### src/source/tlb_cfg_pkg.sv
// sizes and widths of the data TLB
// SET_COUNT must equal 2**INDEX_WIDTH, and the tag is the page number above the index

package tlb_cfg_pkg;

  // virtual and physical page numbers
  localparam int VPN_WIDTH = 20;
  localparam int PPN_WIDTH = 18;

  // address-space id
  localparam int ASID_WIDTH = 8;

  // set geometry
  localparam int SET_COUNT = 16;
  localparam int INDEX_WIDTH = 4;
  localparam int TAG_WIDTH = VPN_WIDTH - INDEX_WIDTH;

  // ways per set unless the top level overrides it
  localparam int DEFAULT_WAYS = 4;

endpackage
### src/source/tlb_types_pkg.sv
// entry, attribute and result layouts of the data TLB
// widths come from tlb_cfg_pkg, so both packages must be compiled in that order

package tlb_types_pkg;

  // permission and sharing flags of one page
  typedef struct packed {
    logic writable;
    logic user;
    logic global_page;
  } page_attr_t;

  // one stored translation, 46 bits with the default sizes
  typedef struct packed {
    logic                                 valid;
    logic [tlb_cfg_pkg::TAG_WIDTH-1:0]    tag;
    logic [tlb_cfg_pkg::ASID_WIDTH-1:0]   asid;
    logic [tlb_cfg_pkg::PPN_WIDTH-1:0]    ppn;
    page_attr_t                           attr;
  } tlb_entry_t;

  // what a lookup returns
  // ppn and attr are zero on a miss
  typedef struct packed {
    logic                                 hit;
    logic [tlb_cfg_pkg::PPN_WIDTH-1:0]    ppn;
    page_attr_t                           attr;
  } lookup_result_t;

endpackage

### src/source/tlb_ifs.sv
// interfaces between the decode, execute, array and result stages
// the array has two read ports, port 0 for lookups and port 1 for fills

interface tlb_issue_if;
  logic                                valid;
  logic [tlb_cfg_pkg::INDEX_WIDTH-1:0] index;
  logic [tlb_cfg_pkg::TAG_WIDTH-1:0]   tag;
  logic [tlb_cfg_pkg::ASID_WIDTH-1:0]  asid;

  modport source (output valid, index, tag, asid);
  modport sink (input valid, index, tag, asid);
endinterface

interface tlb_result_if;
  logic                          valid;
  tlb_types_pkg::lookup_result_t result;

  modport source (output valid, result);
  modport sink (input valid, result);
endinterface

interface tlb_array_if #(parameter int WAY_COUNT = tlb_cfg_pkg::DEFAULT_WAYS);
  localparam int WAY_W = $clog2(WAY_COUNT);
  localparam int AGE_W = $clog2(WAY_COUNT);

  logic [1:0][tlb_cfg_pkg::INDEX_WIDTH-1:0]      rd_index;
  tlb_types_pkg::tlb_entry_t [1:0][WAY_COUNT-1:0] rd_entries;
  logic [1:0][WAY_COUNT-1:0][AGE_W-1:0]          rd_ages;
  logic                                          wr_en;
  logic [tlb_cfg_pkg::INDEX_WIDTH-1:0]           wr_index;
  logic [WAY_W-1:0]                              wr_way;
  tlb_types_pkg::tlb_entry_t                     wr_entry;
  logic                                          age_wr_en;
  logic [tlb_cfg_pkg::INDEX_WIDTH-1:0]           age_index;
  logic [WAY_COUNT-1:0][AGE_W-1:0]               new_ages;
  logic                                          init_busy;

  modport master (output rd_index, wr_en, wr_index, wr_way, wr_entry, age_wr_en, age_index,
                  new_ages, input rd_entries, rd_ages, init_busy);
  modport slave (input rd_index, wr_en, wr_index, wr_way, wr_entry, age_wr_en, age_index,
                 new_ages, output rd_entries, rd_ages, init_busy);
endinterface

### src/source/tlb_lookup_exec.sv
// tag compare, hit select, fill victim choice and true-LRU age update
// fills are dropped while the array sweep runs
// a fill owns the age write of its cycle, a concurrent hit loses its refresh

module tlb_lookup_exec #(
  parameter int WAY_COUNT = tlb_cfg_pkg::DEFAULT_WAYS
) (
  input  logic                                clk,
  input  logic                                rst,
  input  logic                                fill_valid,
  input  logic [tlb_cfg_pkg::VPN_WIDTH-1:0]   fill_vpn,
  input  logic [tlb_cfg_pkg::ASID_WIDTH-1:0]  fill_asid,
  input  logic [tlb_cfg_pkg::PPN_WIDTH-1:0]   fill_ppn,
  input  tlb_types_pkg::page_attr_t           fill_attr,
  input  logic                                fill_invalidate,
  tlb_issue_if.sink                           issue,
  tlb_array_if.master                         array,
  tlb_result_if.source                        res
);

  localparam int WAY_W = $clog2(WAY_COUNT);
  localparam int AGE_W = $clog2(WAY_COUNT);
  localparam int LOOKUP_PORT = 0;
  localparam int FILL_PORT = 1;

  logic [WAY_COUNT-1:0]                look_match;
  logic [WAY_COUNT-1:0]                fill_match;
  logic                                look_hit;
  logic                                fill_hit;
  logic                                fill_act;
  logic [WAY_W-1:0]                    look_way;
  logic [WAY_W-1:0]                    fill_hit_way;
  logic [WAY_W-1:0]                    victim_way;
  logic [WAY_W-1:0]                    fill_way;
  logic [tlb_cfg_pkg::INDEX_WIDTH-1:0] fill_index;
  logic [tlb_cfg_pkg::TAG_WIDTH-1:0]   fill_tag;
  tlb_types_pkg::tlb_entry_t           hit_entry;
  tlb_types_pkg::tlb_entry_t           fill_entry;

  // global entries ignore the asid
  function automatic logic entry_match(input tlb_types_pkg::tlb_entry_t e,
                                       input logic [tlb_cfg_pkg::TAG_WIDTH-1:0] tag,
                                       input logic [tlb_cfg_pkg::ASID_WIDTH-1:0] asid);
    return e.valid && (e.tag == tag) && ((e.asid == asid) || e.attr.global_page);
  endfunction

  // refreshed way goes to age 0, every way younger than it ages by one
  function automatic logic [WAY_COUNT-1:0][AGE_W-1:0] refresh_ages(
      input logic [WAY_COUNT-1:0][AGE_W-1:0] ages, input logic [WAY_W-1:0] way);
    logic [WAY_COUNT-1:0][AGE_W-1:0] aged;
    aged = ages;
    for (int w = 0; w < WAY_COUNT; w++) begin
      if (ages[w] < ages[way]) aged[w] = ages[w] + 1'b1;
    end
    aged[way] = '0;
    return aged;
  endfunction

  assign fill_index = fill_vpn[tlb_cfg_pkg::INDEX_WIDTH-1:0];
  assign fill_tag = fill_vpn[tlb_cfg_pkg::VPN_WIDTH-1:tlb_cfg_pkg::INDEX_WIDTH];
  assign array.rd_index = {fill_index, issue.index};

  always_comb begin
    look_way = '0;
    fill_hit_way = '0;
    victim_way = '0;
    for (int w = 0; w < WAY_COUNT; w++) begin
      look_match[w] = entry_match(array.rd_entries[LOOKUP_PORT][w], issue.tag, issue.asid);
      fill_match[w] = entry_match(array.rd_entries[FILL_PORT][w], fill_tag, fill_asid);
      if (look_match[w]) look_way = WAY_W'(w);
      if (fill_match[w]) fill_hit_way = WAY_W'(w);
      // oldest way is the victim
      if (array.rd_ages[FILL_PORT][w] == AGE_W'(WAY_COUNT - 1)) victim_way = WAY_W'(w);
    end
  end

  assign look_hit = issue.valid && (|look_match);
  assign fill_hit = |fill_match;
  assign fill_way = fill_hit ? fill_hit_way : victim_way;
  assign fill_act = fill_valid && !array.init_busy;
  assign hit_entry = array.rd_entries[LOOKUP_PORT][look_way];

  always_comb begin
    if (fill_invalidate) begin
      fill_entry = array.rd_entries[FILL_PORT][fill_way];
      fill_entry.valid = 1'b0;
    end else begin
      fill_entry = '{valid: 1'b1, tag: fill_tag, asid: fill_asid, ppn: fill_ppn, attr: fill_attr};
    end
  end

  // invalidate of an absent page writes nothing
  assign array.wr_en = fill_act && (!fill_invalidate || fill_hit);
  assign array.wr_index = fill_index;
  assign array.wr_way = fill_way;
  assign array.wr_entry = fill_entry;

  always_comb begin
    if (fill_act && !fill_invalidate) begin
      array.age_wr_en = 1'b1;
      array.age_index = fill_index;
      array.new_ages = refresh_ages(array.rd_ages[FILL_PORT], fill_way);
    end else begin
      array.age_wr_en = look_hit;
      array.age_index = issue.index;
      array.new_ages = refresh_ages(array.rd_ages[LOOKUP_PORT], look_way);
    end
  end

  always_ff @(posedge clk) begin
    if (rst) res.valid <= 1'b0;
    else res.valid <= issue.valid;
  end

  always_ff @(posedge clk) begin
    res.result.hit  <= look_hit;
    res.result.ppn  <= look_hit ? hit_entry.ppn : '0;
    res.result.attr <= look_hit ? hit_entry.attr : '0;
  end

endmodule

### src/flat_wrapper.sv
// flat-port wrapper written by rule: the top's interface ports become plain ports
module tlb_lookup_exec_flat 
#(
  parameter int WAY_COUNT = tlb_cfg_pkg::DEFAULT_WAYS
)
  (clk, rst, fill_valid, fill_vpn, fill_asid, fill_ppn, fill_attr, fill_invalidate, issue_valid, issue_index, issue_tag, issue_asid, array_rd_index, array_wr_en, array_wr_index, array_wr_way, array_wr_entry, array_age_wr_en, array_age_index, array_new_ages, array_rd_entries, array_rd_ages, array_init_busy, res_valid, res_result);
  tlb_issue_if issue_i ();
  tlb_array_if #(.WAY_COUNT(WAY_COUNT)) array_i ();
  tlb_result_if res_i ();
  input  logic clk;
  input  logic rst;
  input  logic fill_valid;
  input  logic [tlb_cfg_pkg::VPN_WIDTH-1:0] fill_vpn;
  input  logic [tlb_cfg_pkg::ASID_WIDTH-1:0] fill_asid;
  input  logic [tlb_cfg_pkg::PPN_WIDTH-1:0] fill_ppn;
  input  tlb_types_pkg::page_attr_t fill_attr;
  input  logic fill_invalidate;
  input wire logic [$bits(issue_i.valid)-1:0] issue_valid;
  input wire logic [$bits(issue_i.index)-1:0] issue_index;
  input wire logic [$bits(issue_i.tag)-1:0] issue_tag;
  input wire logic [$bits(issue_i.asid)-1:0] issue_asid;
  output wire logic [$bits(array_i.rd_index)-1:0] array_rd_index;
  output wire logic [$bits(array_i.wr_en)-1:0] array_wr_en;
  output wire logic [$bits(array_i.wr_index)-1:0] array_wr_index;
  output wire logic [$bits(array_i.wr_way)-1:0] array_wr_way;
  output wire logic [$bits(array_i.wr_entry)-1:0] array_wr_entry;
  output wire logic [$bits(array_i.age_wr_en)-1:0] array_age_wr_en;
  output wire logic [$bits(array_i.age_index)-1:0] array_age_index;
  output wire logic [$bits(array_i.new_ages)-1:0] array_new_ages;
  input wire logic [$bits(array_i.rd_entries)-1:0] array_rd_entries;
  input wire logic [$bits(array_i.rd_ages)-1:0] array_rd_ages;
  input wire logic [$bits(array_i.init_busy)-1:0] array_init_busy;
  output wire logic [$bits(res_i.valid)-1:0] res_valid;
  output wire logic [$bits(res_i.result)-1:0] res_result;
  assign issue_i.valid = issue_valid;
  assign issue_i.index = issue_index;
  assign issue_i.tag = issue_tag;
  assign issue_i.asid = issue_asid;
  assign array_rd_index = array_i.rd_index;
  assign array_wr_en = array_i.wr_en;
  assign array_wr_index = array_i.wr_index;
  assign array_wr_way = array_i.wr_way;
  assign array_wr_entry = array_i.wr_entry;
  assign array_age_wr_en = array_i.age_wr_en;
  assign array_age_index = array_i.age_index;
  assign array_new_ages = array_i.new_ages;
  assign array_i.rd_entries = array_rd_entries;
  assign array_i.rd_ages = array_rd_ages;
  assign array_i.init_busy = array_init_busy;
  assign res_valid = res_i.valid;
  assign res_result = res_i.result;
  tlb_lookup_exec #(.WAY_COUNT(WAY_COUNT)) u_core (.clk(clk), .rst(rst), .fill_valid(fill_valid), .fill_vpn(fill_vpn), .fill_asid(fill_asid), .fill_ppn(fill_ppn), .fill_attr(fill_attr), .fill_invalidate(fill_invalidate), .issue(issue_i), .array(array_i), .res(res_i));
endmodule
### config.mk
export PLATFORM = sky130hd
export DESIGN_NAME = tlb_lookup_exec_flat
export DESIGN_NICKNAME = d
export VERILOG_FILES = /design/src/source/tlb_cfg_pkg.sv /design/src/source/tlb_types_pkg.sv /design/src/source/tlb_ifs.sv /design/src/source/tlb_lookup_exec.sv /design/src/flat_wrapper.sv
export SDC_FILE = /design/constraint.sdc
export NUM_CORES = 1
export LEC_CHECK = 0
export ABC_CLOCK_PERIOD_IN_PS = 5100
export BUFFER_PORTS_ARGS = -buffer_cell sky130_fd_sc_hd__buf_2
export CAP_MARGIN = 20
export CORE_AREA = 2 2 222 224
export CTS_BUF_LIST = sky130_fd_sc_hd__clkbuf_8 sky130_fd_sc_hd__clkbuf_16
export DETAILED_ROUTE_END_ITERATION = 12
export DIE_AREA = 0 0 224 226
export PLACE_DENSITY = 0.48
export SLEW_MARGIN = 5
export SYNTH_ARGS = -nofsm -noshare
export SYNTH_HDL_FRONTEND = slang
export SYNTH_SLANG_ARGS = --single-unit
### constraint.sdc
create_clock -name clk -period 5.1 [get_ports clk]
set_input_delay 0.765 -clock clk [delete_from_list [all_inputs] [get_ports clk]]
set_output_delay 0.765 -clock clk [all_outputs]
set_load 0.02 [all_outputs]
==> flow_summary.html, run 1 <==
<table>
<tr><th>Metric</th><th>Value</th></tr>
<tr><th colspan="2">Finish</th></tr>
<tr><td>Layout area overhead</td><td>59.4%</td></tr>
<tr><td>Fill cell instance count of the final layout</td><td>5524</td></tr>
<tr><td>Post-layout net count</td><td>1870</td></tr>
<tr><td>Fraction of layout instances using a drive strength above 1</td><td>0.467</td></tr>
<tr><th colspan="2">Worst setup path</th></tr>
<tr><td>Worst Setup End Kind</td><td>primary output</td></tr>
<tr><td>WS Path Type</td><td>in -&gt; out</td></tr>
<tr><td>Startpoint type of the worst setup path</td><td>input port</td></tr>
<tr><td>Timing startpoint of the critical path</td><td>fill_vpn[15]</td></tr>
<tr><td>Max Fanout on Critical Path</td><td>8</td></tr>
<tr><td>Worst EP required</td><td>4.34 ns</td></tr>
<tr><td>Data arrival time of the critical path</td><td>4.08 ns</td></tr>
<tr><th colspan="2">Floorplanning</th></tr>
<tr><td>Total Die Area</td><td>50600 um^2</td></tr>
<tr><td>Top-level I/O count</td><td>564</td></tr>
<tr><td>Horizontal die dimension</td><td>224 um</td></tr>
<tr><td>Core Rows</td><td>81</td></tr>
<tr><td>Height of the chip</td><td>226 um</td></tr>
<tr><td>Core Box Area</td><td>48300 um^2</td></tr>
<tr><td>Initial standard-cell utilization of the core</td><td>0.130</td></tr>
<tr><th colspan="2">Synthesis</th></tr>
<tr><td>Fraction of the yosys area taken by sequential cells</td><td>0.0732</td></tr>
<tr><td>Post-synth top cells</td><td>sky130_fd_sc_hd__xor2_1 (165), sky130_fd_sc_hd__nor2_1 (108), sky130_fd_sc_hd__a21oi_1 (82)</td></tr>
<tr><td>Total number of yosys warnings</td><td>0</td></tr>
<tr><td>Area share of the largest cell type after synthesis</td><td>0.230</td></tr>
<tr><td>Dominant cell by count in the synthesized netlist</td><td>sky130_fd_sc_hd__xor2_1</td></tr>
<tr><td>Number of flip-flops and latches in the synthesized netlist</td><td>23</td></tr>
<tr><td>Post-synthesis cell count</td><td>870</td></tr>
<tr><td>Leading cell types by total area after synthesis</td><td>sky130_fd_sc_hd__xor2_1 (23%), sky130_fd_sc_hd__mux2i_1 (7.5%), sky130_fd_sc_hd__dfxtp_1 (7.3%), sky130_fd_sc_hd__a21oi_1 (6.5%), sky130_fd_sc_hd__nor2_1 (6.4%)</td></tr>
<tr><td>Library cells used by synthesis</td><td>60</td></tr>
<tr><td>Number of enable flip-flop cells after synthesis</td><td>0</td></tr>
<tr><td>Avg Cell Area, Syn</td><td>7.23 um^2</td></tr>
<tr><td>Post-synthesis cell type with the largest combined area</td><td>sky130_fd_sc_hd__xor2_1</td></tr>
<tr><td>Mapped cell area</td><td>6290 um^2</td></tr>
<tr><td>Fraction of registers with async set/reset</td><td>0</td></tr>
<tr><td>Number of nets in the synthesized netlist</td><td>1344</td></tr>
<tr><td>Most used flip-flop cell after synthesis</td><td>sky130_fd_sc_hd__dfxtp_1</td></tr>
<tr><th colspan="2">CTS</th></tr>
<tr><td>Clock root cell</td><td>sky130_fd_sc_hd__clkbuf_16</td></tr>
<tr><td>Inserted Clock Buffers</td><td>3</td></tr>
<tr><td>Clock slew at the register clock pins of the worst setup and hold paths</td><td>0.08 ns</td></tr>
<tr><td>Clk sink count</td><td>23</td></tr>
<tr><td>Maximum level of the CTS H-tree</td><td>1</td></tr>
<tr><td>Maximum clock insertion buffer count</td><td>2</td></tr>
<tr><td>Clock tree from TritonCTS</td><td>built</td></tr>
<tr><th colspan="2">Routing</th></tr>
<tr><td>First DRT Iteration DRCs</td><td>576</td></tr>
<tr><td>Via-per-instance ratio</td><td>4.34</td></tr>
<tr><td>Via count</td><td>8794</td></tr>
<tr><td># DRC</td><td>0</td></tr>
<tr><td>First-pass iteration count of the detailed router</td><td>6</td></tr>
<tr><td>Post-detailed-routing wire length</td><td>42400 um</td></tr>
<tr><td>Number of antenna-violating nets in the routed design</td><td>0</td></tr>
<tr><td>Average wire length per cell after detail routing</td><td>20.9 um</td></tr>
<tr><th colspan="2">STA</th></tr>
<tr><td>Total of endpoints with negative setup slack in the final report</td><td>0</td></tr>
<tr><td>Remaining max-slew budget at the tightest pin</td><td>0.368</td></tr>
<tr><td>Final-report max-slew violation count</td><td>0</td></tr>
<tr><td>Final period demand of the worst path</td><td>4.84 ns</td></tr>
<tr><td>Share of the cycle needed by the critical path after routing</td><td>0.950</td></tr>
<tr><td>Count of final hold-check violations</td><td>0</td></tr>
<tr><td>Tightest Pin Transition</td><td>0.948 ns</td></tr>
<tr><td>Setup repair after global routing missed its margin</td><td>no</td></tr>
<tr><td>Fin Hold WS</td><td>0.624 ns</td></tr>
<tr><td>Timing-limited maximum frequency</td><td>206 MHz</td></tr>
<tr><th colspan="2">Power and ir drop</th></tr>
<tr><td>Leak</td><td>4.84 nW</td></tr>
<tr><td>Overall power consumption</td><td>0.00130 W</td></tr>
<tr><td>Power per Cell Area</td><td>129 nW/um^2</td></tr>
<tr><td>Worst voltage drop across the vdd grid</td><td>0.103 mV</td></tr>
<tr><th colspan="2">Hold path</th></tr>
<tr><td>Hold path start</td><td>rst</td></tr>
<tr><td>Class of the most critical hold timing path</td><td>in -&gt; reg</td></tr>
<tr><th colspan="2">Place</th></tr>
<tr><td>IO Port Bufs</td><td>563</td></tr>
<tr><td>GP Congestion</td><td>0.914</td></tr>
<tr><td>Final HPWL from detailed placement</td><td>36500 um</td></tr>
<tr><th colspan="2">Global route</th></tr>
<tr><td>Maximum number of pins on one net before global-route repair</td><td>83</td></tr>
<tr><td>First-pass GRT wire length</td><td>57500 um</td></tr>
<tr><td>GRT overflow</td><td>0</td></tr>
<tr><td>Total routing resource utilization after global routing</td><td>0.154</td></tr>
<tr><td>Initial antenna violation count</td><td>20</td></tr>
<tr><td>Via count of the first global-routing pass</td><td>8960</td></tr>
<tr><th colspan="2">Flow run</th></tr>
<tr><td>Max-cap violations</td><td>0</td></tr>
<tr><th colspan="2">Outcome</th></tr>
<tr><td>Status</td><td>completed</td></tr>
</table>
-- critical path: stages --
cell and delay, ns:
sky130_fd_sc_hd__buf_2 0.14, sky130_fd_sc_hd__xnor2_1 0.30, sky130_fd_sc_hd__nand4_1 0.12, sky130_fd_sc_hd__or4_1 0.57, sky130_fd_sc_hd__nor4_2 0.22, sky130_fd_sc_hd__buf_4 0.18, sky130_fd_sc_hd__or2_0 0.10, sky130_fd_sc_hd__a31o_2 0.30
sky130_fd_sc_hd__inv_1 0.16, sky130_fd_sc_hd__a211oi_4 0.24, sky130_fd_sc_hd__buf_4 0.20, sky130_fd_sc_hd__o22ai_1 0.12, sky130_fd_sc_hd__buf_4 0.16, sky130_fd_sc_hd__a21oi_1 0.19, sky130_fd_sc_hd__o22ai_1 0.10, sky130_fd_sc_hd__buf_2 0.18
-- power breakdown --
group	switching, W	internal (W)	leakage [nW]
Combinational	0.000526	0.000395	4.61
Sequential	0.0000000893	0.000180	0.185
Clock	0.0000887	0.000107	0.0409
-- registers in the layout, indices dropped and copies added (netlist names) --
name and count:
u_core.res.result 22, u_core.res.valid 1
-- metrics by stage --
stage | setup slack, ns | setup TNS (ns) | util | area [um^2] | std cells
floorplan | 0.100 | 0 | - | 6290 | 870
global placement | -0.0388 | -0.0407 | 0.204 | 9840 | 2009
detailed placement | -0.0441 | -0.0441 | 0.204 | 9840 | 2009
CTS | 0.0133 | 0 | 0.206 | 9940 | 2014
global route | 0.0229 | 0 | 0.207 | 10000 | 2022
finish | 0.257 | 0 | 0.207 | 10000 | 2024
-- routing by layer --
metal  vias up  global-route usage  part of all wire
li1       4190                   -                 -
met1      4016               0.171              0.38
met2       511               0.292              0.51
met3        73              0.0280             0.075
met4         4              0.0555             0.033
met5         -                   0           0.00057
-- cell usage in the layout, fill, tap and decap left out, drive strengths merged, types with 4 or more instances in the layout --
master and count:
a21oi 82, a222oi 35, a31oi 7, and2 6
and3 4, buf 600, dfxtp 23, diode 7
ha 7, inv 11, mux2 55, mux2i 47
nand2 47, nand3 15, nand4 9, nor2 110
nor2b 5, nor3 18, nor4 46, o21ai 12
o22ai 4, o31ai 5, or3 4, xnor2 33
xor2 165
-- worst paths after layout --
path	endpoint	cells past startpoint
setup / recovery	array_new_ages[0]	16
hold / removal	u_core.res.valid$_SDFF_PP0_	2
-- final cells by class --
type	count	area, um^2	area share
diodes	7	17.5	0.00175
inverters	12	45.0	0.00449
multi-input cells	756	5510	0.550
clock inverters	1	5.00	0.000499
well taps	622	778	0.0777
flip-flops and latches	23	460	0.0459
repair buffers	600	3130	0.313
clock buffers	3	75.1	0.00749
-- cell families after synthesis --
logic type | Yosys count | synth area share
simple gates | 280 | 0.216
xor+xnor | 198 | 0.276
buf+inv | 94 | 0.0675
mux | 102 | 0.173
fa+ha+maj | 7 | 0.0139
compound gates | 166 | 0.180
flops | 23 | 0.0732
-- what timing repair did --
item | CTS | global route
gates cloned | 1 | 2
setup endpoints to repair | 3 | 11
pin swaps | 0 | 1
setup buffers | 0 | 1
hold buffers | 0 | 0
resized for setup | 2 | 8
(Power assumes the default switching activity.)
==> inputs of run 2 (changes only) <==
- ABC_CLOCK_PERIOD_IN_PS: 5100 -> not set
- REMOVE_ABC_BUFFERS: not set -> 1
==> flow_summary.html, run 2 (synthesis results as in run 1) <==
<table>
<tr><th>Metric</th><th>Value</th></tr>
<tr><th colspan="2">STA</th></tr>
<tr><td>Setup repair after global routing missed its margin</td><td>no</td></tr>
<tr><td>Remaining max-slew budget at the tightest pin</td><td>0.562</td></tr>
<tr><td>Fin Hold WS</td><td>0.657 ns</td></tr>
<tr><td>Final-report max-slew violation count</td><td>0</td></tr>
<tr><td>Tightest Pin Transition</td><td>0.649 ns</td></tr>
<tr><td>Total of endpoints with negative setup slack in the final report</td><td>0</td></tr>
<tr><td>Share of the cycle needed by the critical path after routing</td><td>0.971</td></tr>
<tr><td>Count of final hold-check violations</td><td>0</td></tr>
<tr><td>Final period demand of the worst path</td><td>4.95 ns</td></tr>
<tr><td>Timing-limited maximum frequency</td><td>202 MHz</td></tr>
<tr><th colspan="2">Finish</th></tr>
<tr><td>Core utilization of the finished layout</td><td>0.213</td></tr>
<tr><td>Largest registers</td><td>u_core.res.result (22), u_core.res.valid (1)</td></tr>
<tr><td>Max reg flops</td><td>22</td></tr>
<tr><td>Leading cell type in the layout, fill and taps excluded</td><td>sky130_fd_sc_hd__buf_2</td></tr>
<tr><td>Post-layout net count</td><td>1904</td></tr>
<tr><td>Fill cell instance count of the final layout</td><td>5500</td></tr>
<tr><td>Fraction of layout instances using a drive strength above 1</td><td>0.482</td></tr>
<tr><td>Largest reg by FF count</td><td>u_core.res.result</td></tr>
<tr><td>Most used cells in the layout excluding fill and tap cells</td><td>sky130_fd_sc_hd__buf_2 (563), sky130_fd_sc_hd__xor2_1 (165), sky130_fd_sc_hd__nor2_1 (106), sky130_fd_sc_hd__a21oi_1 (81), sky130_fd_sc_hd__buf_4 (67)</td></tr>
<tr><td>Layout area overhead</td><td>64.0%</td></tr>
<tr><td>Count of placed standard cells in the final layout, fillers left out</td><td>2053</td></tr>
<tr><th colspan="2">Power and ir drop</th></tr>
<tr><td>Internal power of the cells</td><td>0.000708 W</td></tr>
<tr><td>Share of power burned in registers</td><td>0.140</td></tr>
<tr><td>Worst voltage drop across the vdd grid</td><td>0.109 mV</td></tr>
<tr><td>Overall power consumption</td><td>0.00129 W</td></tr>
<tr><td>Switch share</td><td>0.449</td></tr>
<tr><td>Comb pwr share</td><td>0.731</td></tr>
<tr><td>Power per Cell Area</td><td>125 nW/um^2</td></tr>
<tr><td>Leak</td><td>5.03 nW</td></tr>
<tr><td>Net Sw Power</td><td>0.000578 W</td></tr>
<tr><td>Relative contribution of the clock network to total power</td><td>0.129</td></tr>
<tr><th colspan="2">CTS</th></tr>
<tr><td>CTS hold repair buffers</td><td>0</td></tr>
<tr><td>Inserted Clock Buffers</td><td>3</td></tr>
<tr><td>Clock tree from TritonCTS</td><td>built</td></tr>
<tr><td>Maximum level of the CTS H-tree</td><td>1</td></tr>
<tr><td>Clock slew at the register clock pins of the worst setup and hold paths</td><td>0.06 ns</td></tr>
<tr><td>Clock root cell</td><td>sky130_fd_sc_hd__clkbuf_16</td></tr>
<tr><td>Maximum clock insertion buffer count</td><td>2</td></tr>
<tr><td>Clk sink count</td><td>23</td></tr>
<tr><th colspan="2">Global route</th></tr>
<tr><td>Initial antenna violation count</td><td>11</td></tr>
<tr><td>Met3 track demand over resource</td><td>0.0301</td></tr>
<tr><td>Most Used Layer, Global Route</td><td>met2</td></tr>
<tr><td>Total routing resource utilization after global routing</td><td>0.139</td></tr>
<tr><td>Met1 demand-to-capacity share in global routing</td><td>0.148</td></tr>
<tr><td>First-pass GRT wire length</td><td>53400 um</td></tr>
<tr><td>GRT overflow</td><td>0</td></tr>
<tr><td>Via count of the first global-routing pass</td><td>8809</td></tr>
<tr><td>Met2 track demand over resource</td><td>0.274</td></tr>
<tr><td>Maximum number of pins on one net before global-route repair</td><td>52</td></tr>
<tr><th colspan="2">Flow run</th></tr>
<tr><td>Max-cap violations</td><td>0</td></tr>
<tr><th colspan="2">Floorplanning</th></tr>
<tr><td>Horizontal die dimension</td><td>224 um</td></tr>
<tr><td>Initial standard-cell utilization of the core</td><td>0.130</td></tr>
<tr><td>Height of the chip</td><td>226 um</td></tr>
<tr><td>Core Rows</td><td>81</td></tr>
<tr><td>Top-level I/O count</td><td>564</td></tr>
<tr><td>Core Box Area</td><td>48300 um^2</td></tr>
<tr><td>Total Die Area</td><td>50600 um^2</td></tr>
<tr><th colspan="2">Routing</th></tr>
<tr><td>Via count</td><td>8897</td></tr>
<tr><td>Average wire length per cell after detail routing</td><td>18.6 um</td></tr>
<tr><td>Post-detailed-routing wire length</td><td>38300 um</td></tr>
<tr><td>Via-per-instance ratio</td><td>4.33</td></tr>
<tr><td># DRC</td><td>0</td></tr>
<tr><td>Number of antenna-violating nets in the routed design</td><td>0</td></tr>
<tr><td>First DRT Iteration DRCs</td><td>486</td></tr>
<tr><td>First-pass iteration count of the detailed router</td><td>5</td></tr>
<tr><th colspan="2">Outcome</th></tr>
<tr><td>Status</td><td>completed</td></tr>
<tr><th colspan="2">Place</th></tr>
<tr><td>IO Port Bufs</td><td>563</td></tr>
<tr><td>Final HPWL from detailed placement</td><td>34000 um</td></tr>
<tr><td>GP Congestion</td><td>0.953</td></tr>
<tr><td>Placed cell count</td><td>2044</td></tr>
<tr><th colspan="2">Hold path</th></tr>
<tr><td>Worst Hold Depth</td><td>2</td></tr>
<tr><td>Class of the most critical hold timing path</td><td>in -&gt; reg</td></tr>
<tr><th colspan="2">Worst setup path</th></tr>
<tr><td>WS Path Type</td><td>in -&gt; out</td></tr>
<tr><td>Worst Setup End Kind</td><td>primary output</td></tr>
<tr><td>Startpoint type of the worst setup path</td><td>input port</td></tr>
<tr><td>Worst EP required</td><td>4.34 ns</td></tr>
<tr><td>Data arrival time of the critical path</td><td>4.19 ns</td></tr>
<tr><td>Max Fanout on Critical Path</td><td>8</td></tr>
</table>
## run 2: cell count changes in the layout (fill, tap and decap cells not counted), sizes merged
cell and change:
and2 -2, buf +36, clkbuf +1, clkinv -1, diode -5, inv +1
nor2 -1
## run 2: critical path, stage by stage
cell and delay [ns]:
sky130_fd_sc_hd__buf_2 0.16, sky130_fd_sc_hd__xor2_1 0.17, sky130_fd_sc_hd__nor4_1 0.42, sky130_fd_sc_hd__a21oi_1 0.18, sky130_fd_sc_hd__or4_4 0.57, sky130_fd_sc_hd__and2_1 0.19, sky130_fd_sc_hd__and2_4 0.18, sky130_fd_sc_hd__buf_4 0.16
sky130_fd_sc_hd__a211oi_4 0.44, sky130_fd_sc_hd__o22ai_1 0.26, sky130_fd_sc_hd__a21oi_2 0.25, sky130_fd_sc_hd__o22ai_1 0.11, sky130_fd_sc_hd__buf_4 0.17, sky130_fd_sc_hd__buf_2 0.16
## run 2: cell type report
cell class / instances / area [um^2] / share of cell area
clock buffer: 3 / 75.1 / 0.00728
clock inverter: 1 / 3.75 / 0.000364
sequential: 23 / 460 / 0.0447
inverter: 12 / 45.0 / 0.00437
multi-input combinational: 753 / 5500 / 0.533
antenna: 2 / 5.00 / 0.000485
tap: 622 / 778 / 0.0755
timing repair buffer: 637 / 3450 / 0.334
## run 2: what timing repair did
action,in CTS,in global routing
endpoints found under the setup margin,2,5
cloned,0,0
pin swaps,0,3
gates resized for setup,2,13
buffers inserted,0,2
## run 2: routing by layer
metal / share of wire / wire (um)
met5: 0.0021 / 80
met4: 0.027 / 1040
met3: 0.078 / 2980
met2: 0.52 / 20100
met1: 0.37 / 14100
## run 2: path summary, 6_finish.rpt
kind / from / to / slack [ns]
max: fill_asid[6] / array_new_ages[4] / 0.15
min: rst / u_core.res.valid$_SDFF_PP0_ / 0.66
## run 2: power groups by stage
stage / logic, W / registers, W / clock network (W)
floorplan: 0.000413 / 0.000185 / 0
global placement: 0.000926 / 0.000184 / 0
detailed placement: 0.000929 / 0.000184 / 0
CTS: 0.000935 / 0.000180 / 0.000173
global route: 0.00101 / 0.000180 / 0.000180
finish: 0.000940 / 0.000180 / 0.000166
## run 2: through the flow
step	TNS, ns	setup slack [ns]	instance area (um^2)
global placement	-0.0725	-0.0725	10100
CTS	0	0.00895	10200
global route	0	0.0175	10300
detailed placement	-0.105	-0.105	10100
floorplan	-23.83	-2.53	5910
finish	0	0.146	10300
==> inputs of run 3 (changes only) <==
- CTS_BUF_LIST: sky130_fd_sc_hd__clkbuf_8 sky130_fd_sc_hd__clkbuf_16 -> not set
- PLACE_DENSITY: 0.48 -> 0.46
- clock period: 5.1 -> 6.3 ns (I/O delays scaled with it)
==> flow_summary.html, run 3 (synthesis results as in run 1) <==
<table>
<tr><th>Metric</th><th>Value</th></tr>
<tr><th colspan="2">Outcome</th></tr>
<tr><td>Status</td><td>completed</td></tr>
<tr><th colspan="2">Routing</th></tr>
<tr><td># DRC</td><td>0</td></tr>
<tr><td>Post-detailed-routing wire length</td><td>37900 um</td></tr>
<tr><td>Via count</td><td>8649</td></tr>
<tr><td>First DRT Iteration DRCs</td><td>528</td></tr>
<tr><td>Number of antenna-violating nets in the routed design</td><td>0</td></tr>
<tr><td>First-pass iteration count of the detailed router</td><td>6</td></tr>
<tr><td>Average wire length per cell after detail routing</td><td>19.0 um</td></tr>
<tr><td>Via-per-instance ratio</td><td>4.33</td></tr>
<tr><th colspan="2">Finish</th></tr>
<tr><td>Core utilization of the finished layout</td><td>0.202</td></tr>
<tr><td>Fill cell instance count of the final layout</td><td>5542</td></tr>
<tr><td>Largest registers</td><td>u_core.res.result (22), u_core.res.valid (1)</td></tr>
<tr><td>Max reg flops</td><td>22</td></tr>
<tr><td>Post-layout net count</td><td>1845</td></tr>
<tr><td>Layout area overhead</td><td>55.0%</td></tr>
<tr><td>Most used cells in the layout excluding fill and tap cells</td><td>sky130_fd_sc_hd__buf_2 (563), sky130_fd_sc_hd__xor2_1 (165), sky130_fd_sc_hd__nor2_1 (107), sky130_fd_sc_hd__a21oi_1 (82)</td></tr>
<tr><td>Leading cell type in the layout, fill and taps excluded</td><td>sky130_fd_sc_hd__buf_2</td></tr>
<tr><td>Fraction of layout instances using a drive strength above 1</td><td>0.449</td></tr>
<tr><td>Largest reg by FF count</td><td>u_core.res.result</td></tr>
<tr><td>Count of placed standard cells in the final layout, fillers left out</td><td>1997</td></tr>
<tr><th colspan="2">Worst setup path</th></tr>
<tr><td>Worst Setup End Kind</td><td>primary output</td></tr>
<tr><td>Startpoint type of the worst setup path</td><td>input port</td></tr>
<tr><td>Family with the most delay on the worst path</td><td>simple AND/OR/NAND/NOR gates</td></tr>
<tr><td>Number of stages on the worst setup path</td><td>15</td></tr>
<tr><td>Crit path max-delay cell type</td><td>sky130_fd_sc_hd__nor3_1</td></tr>
<tr><td>Worst EP required</td><td>5.35 ns</td></tr>
<tr><td>Crit path buffers/inverters</td><td>5</td></tr>
<tr><td>Max Fanout on Critical Path</td><td>9</td></tr>
<tr><td>Timing startpoint of the critical path</td><td>fill_vpn[10]</td></tr>
<tr><td>Critical-path cell list</td><td>buf_2, xnor2_1, nand4_1, or4_1, nor4_1, buf_4, or2_0, a31o_2, inv_1, nor3_1, o22ai_1, a21oi_1, o22ai_1, buf_4, buf_2</td></tr>
<tr><td>Maximum single-stage delay on the critical path</td><td>0.59 ns</td></tr>
<tr><td>Data arrival time of the critical path</td><td>4.57 ns</td></tr>
<tr><td>WS Path Type</td><td>in -&gt; out</td></tr>
<tr><th colspan="2">Place</th></tr>
<tr><td>Placed cell count</td><td>1988</td></tr>
<tr><td>IO Port Bufs</td><td>563</td></tr>
<tr><td>Final HPWL from detailed placement</td><td>33200 um</td></tr>
<tr><td>GP Congestion</td><td>0.970</td></tr>
<tr><th colspan="2">STA</th></tr>
<tr><td>Setup repair after global routing missed its margin</td><td>no</td></tr>
<tr><td>Share of the cycle needed by the critical path after routing</td><td>0.875</td></tr>
<tr><td>Tightest Pin Transition</td><td>0.943 ns</td></tr>
<tr><td>Remaining max-slew budget at the tightest pin</td><td>0.371</td></tr>
<tr><td>Count of final hold-check violations</td><td>0</td></tr>
<tr><td>Timing-limited maximum frequency</td><td>181 MHz</td></tr>
<tr><td>Total of endpoints with negative setup slack in the final report</td><td>0</td></tr>
<tr><td>Fin Hold WS</td><td>0.890 ns</td></tr>
<tr><td>Final-report max-slew violation count</td><td>0</td></tr>
<tr><td>Final period demand of the worst path</td><td>5.51 ns</td></tr>
<tr><th colspan="2">Power and ir drop</th></tr>
<tr><td>Comb pwr share</td><td>0.714</td></tr>
<tr><td>Internal power of the cells</td><td>0.000536 W</td></tr>
<tr><td>Power per Cell Area</td><td>102 nW/um^2</td></tr>
<tr><td>Overall power consumption</td><td>0.000995 W</td></tr>
<tr><td>Share of power burned in registers</td><td>0.147</td></tr>
<tr><td>Switch share</td><td>0.462</td></tr>
<tr><td>Net Sw Power</td><td>0.000459 W</td></tr>
<tr><td>Leak</td><td>4.70 nW</td></tr>
<tr><td>Relative contribution of the clock network to total power</td><td>0.140</td></tr>
<tr><td>Worst voltage drop across the vdd grid</td><td>0.0771 mV</td></tr>
<tr><th colspan="2">Global route</th></tr>
<tr><td>Via count of the first global-routing pass</td><td>8745</td></tr>
<tr><td>Total routing resource utilization after global routing</td><td>0.137</td></tr>
<tr><td>Maximum number of pins on one net before global-route repair</td><td>82</td></tr>
<tr><td>Initial antenna violation count</td><td>12</td></tr>
<tr><td>First-pass GRT wire length</td><td>52700 um</td></tr>
<tr><td>GRT overflow</td><td>0</td></tr>
<tr><th colspan="2">CTS</th></tr>
<tr><td>Clk sink count</td><td>23</td></tr>
<tr><td>Maximum level of the CTS H-tree</td><td>1</td></tr>
<tr><td>Inserted Clock Buffers</td><td>3</td></tr>
<tr><td>CTS hold repair buffers</td><td>0</td></tr>
<tr><td>Clock root cell</td><td>sky130_fd_sc_hd__clkbuf_16</td></tr>
<tr><td>Maximum clock insertion buffer count</td><td>2</td></tr>
<tr><td>Buffers inserted by post-CTS timing repair</td><td>0</td></tr>
<tr><td>Clock slew at the register clock pins of the worst setup and hold paths</td><td>0.06 ns</td></tr>
<tr><td># resized after CTS</td><td>0</td></tr>
<tr><td>Clock tree from TritonCTS</td><td>built</td></tr>
<tr><th colspan="2">Floorplanning</th></tr>
<tr><td>Horizontal die dimension</td><td>224 um</td></tr>
<tr><td>Core Box Area</td><td>48300 um^2</td></tr>
<tr><td>Height of the chip</td><td>226 um</td></tr>
<tr><td>Top-level I/O count</td><td>564</td></tr>
<tr><td>Initial standard-cell utilization of the core</td><td>0.130</td></tr>
<tr><td>Total Die Area</td><td>50600 um^2</td></tr>
<tr><td>Core Rows</td><td>81</td></tr>
<tr><th colspan="2">Hold path</th></tr>
<tr><td>Class of the most critical hold timing path</td><td>in -&gt; reg</td></tr>
<tr><td>Hold path start</td><td>rst</td></tr>
<tr><td>Worst Hold Depth</td><td>2</td></tr>
<tr><th colspan="2">Flow run</th></tr>
<tr><td>Max-cap violations</td><td>0</td></tr>
</table>
==> run 3: final cells by class <==
cell class              instances  area (um^2)  area share
flip-flops and latches         23          460      0.0473
clock buffers                   4         78.8     0.00809
inverters                      12         45.0     0.00462
repair buffers                578         2960       0.303
well taps                     622          778      0.0799
multi-input cells             753         5410       0.556
diodes                          5         12.5     0.00128
==> run 3: power groups by stage <==
| stage | clock, W | sequential [W] | combinational, W |
|---|---|---|---|
| global route | 0.000154 | 0.000146 | 0.000769 |
| detailed placement | 0 | 0.000149 | 0.000711 |
| global placement | 0 | 0.000149 | 0.000710 |
| CTS | 0.000147 | 0.000146 | 0.000714 |
| floorplan | 0 | 0.000150 | 0.000335 |
| finish | 0.000139 | 0.000146 | 0.000710 |
==> run 3: worst paths after layout <==
| path | slack (ns) | end |
|---|---|---|
| min | 0.89 | u_core.res.valid$_SDFF_PP0_ |
| max | 0.79 | array_new_ages[4] |
==> run 3: per-layer routing <==
metal  wire length, um  up-vias  global-route usage
met5                72        -                   0
met4              1070       10              0.0385
met3              2860       64              0.0265
met2             19600      465               0.267
met1             14300     3977               0.150
li1                  -     4133                   -
==> run 3: per-stage QoR <==
| step | worst slack (ns) | TNS, ns | instance area [um^2] |
|---|---|---|---|
| after floorplan | -1.69 | -10.14 | 5910 |
| after global placement | 0.750 | 0 | 9650 |
| after detailed placement | 0.785 | 0 | 9650 |
| after CTS | 0.770 | 0 | 9730 |
| after global routing | 0.373 | 0 | 9740 |
| final | 0.790 | 0 | 9740 |
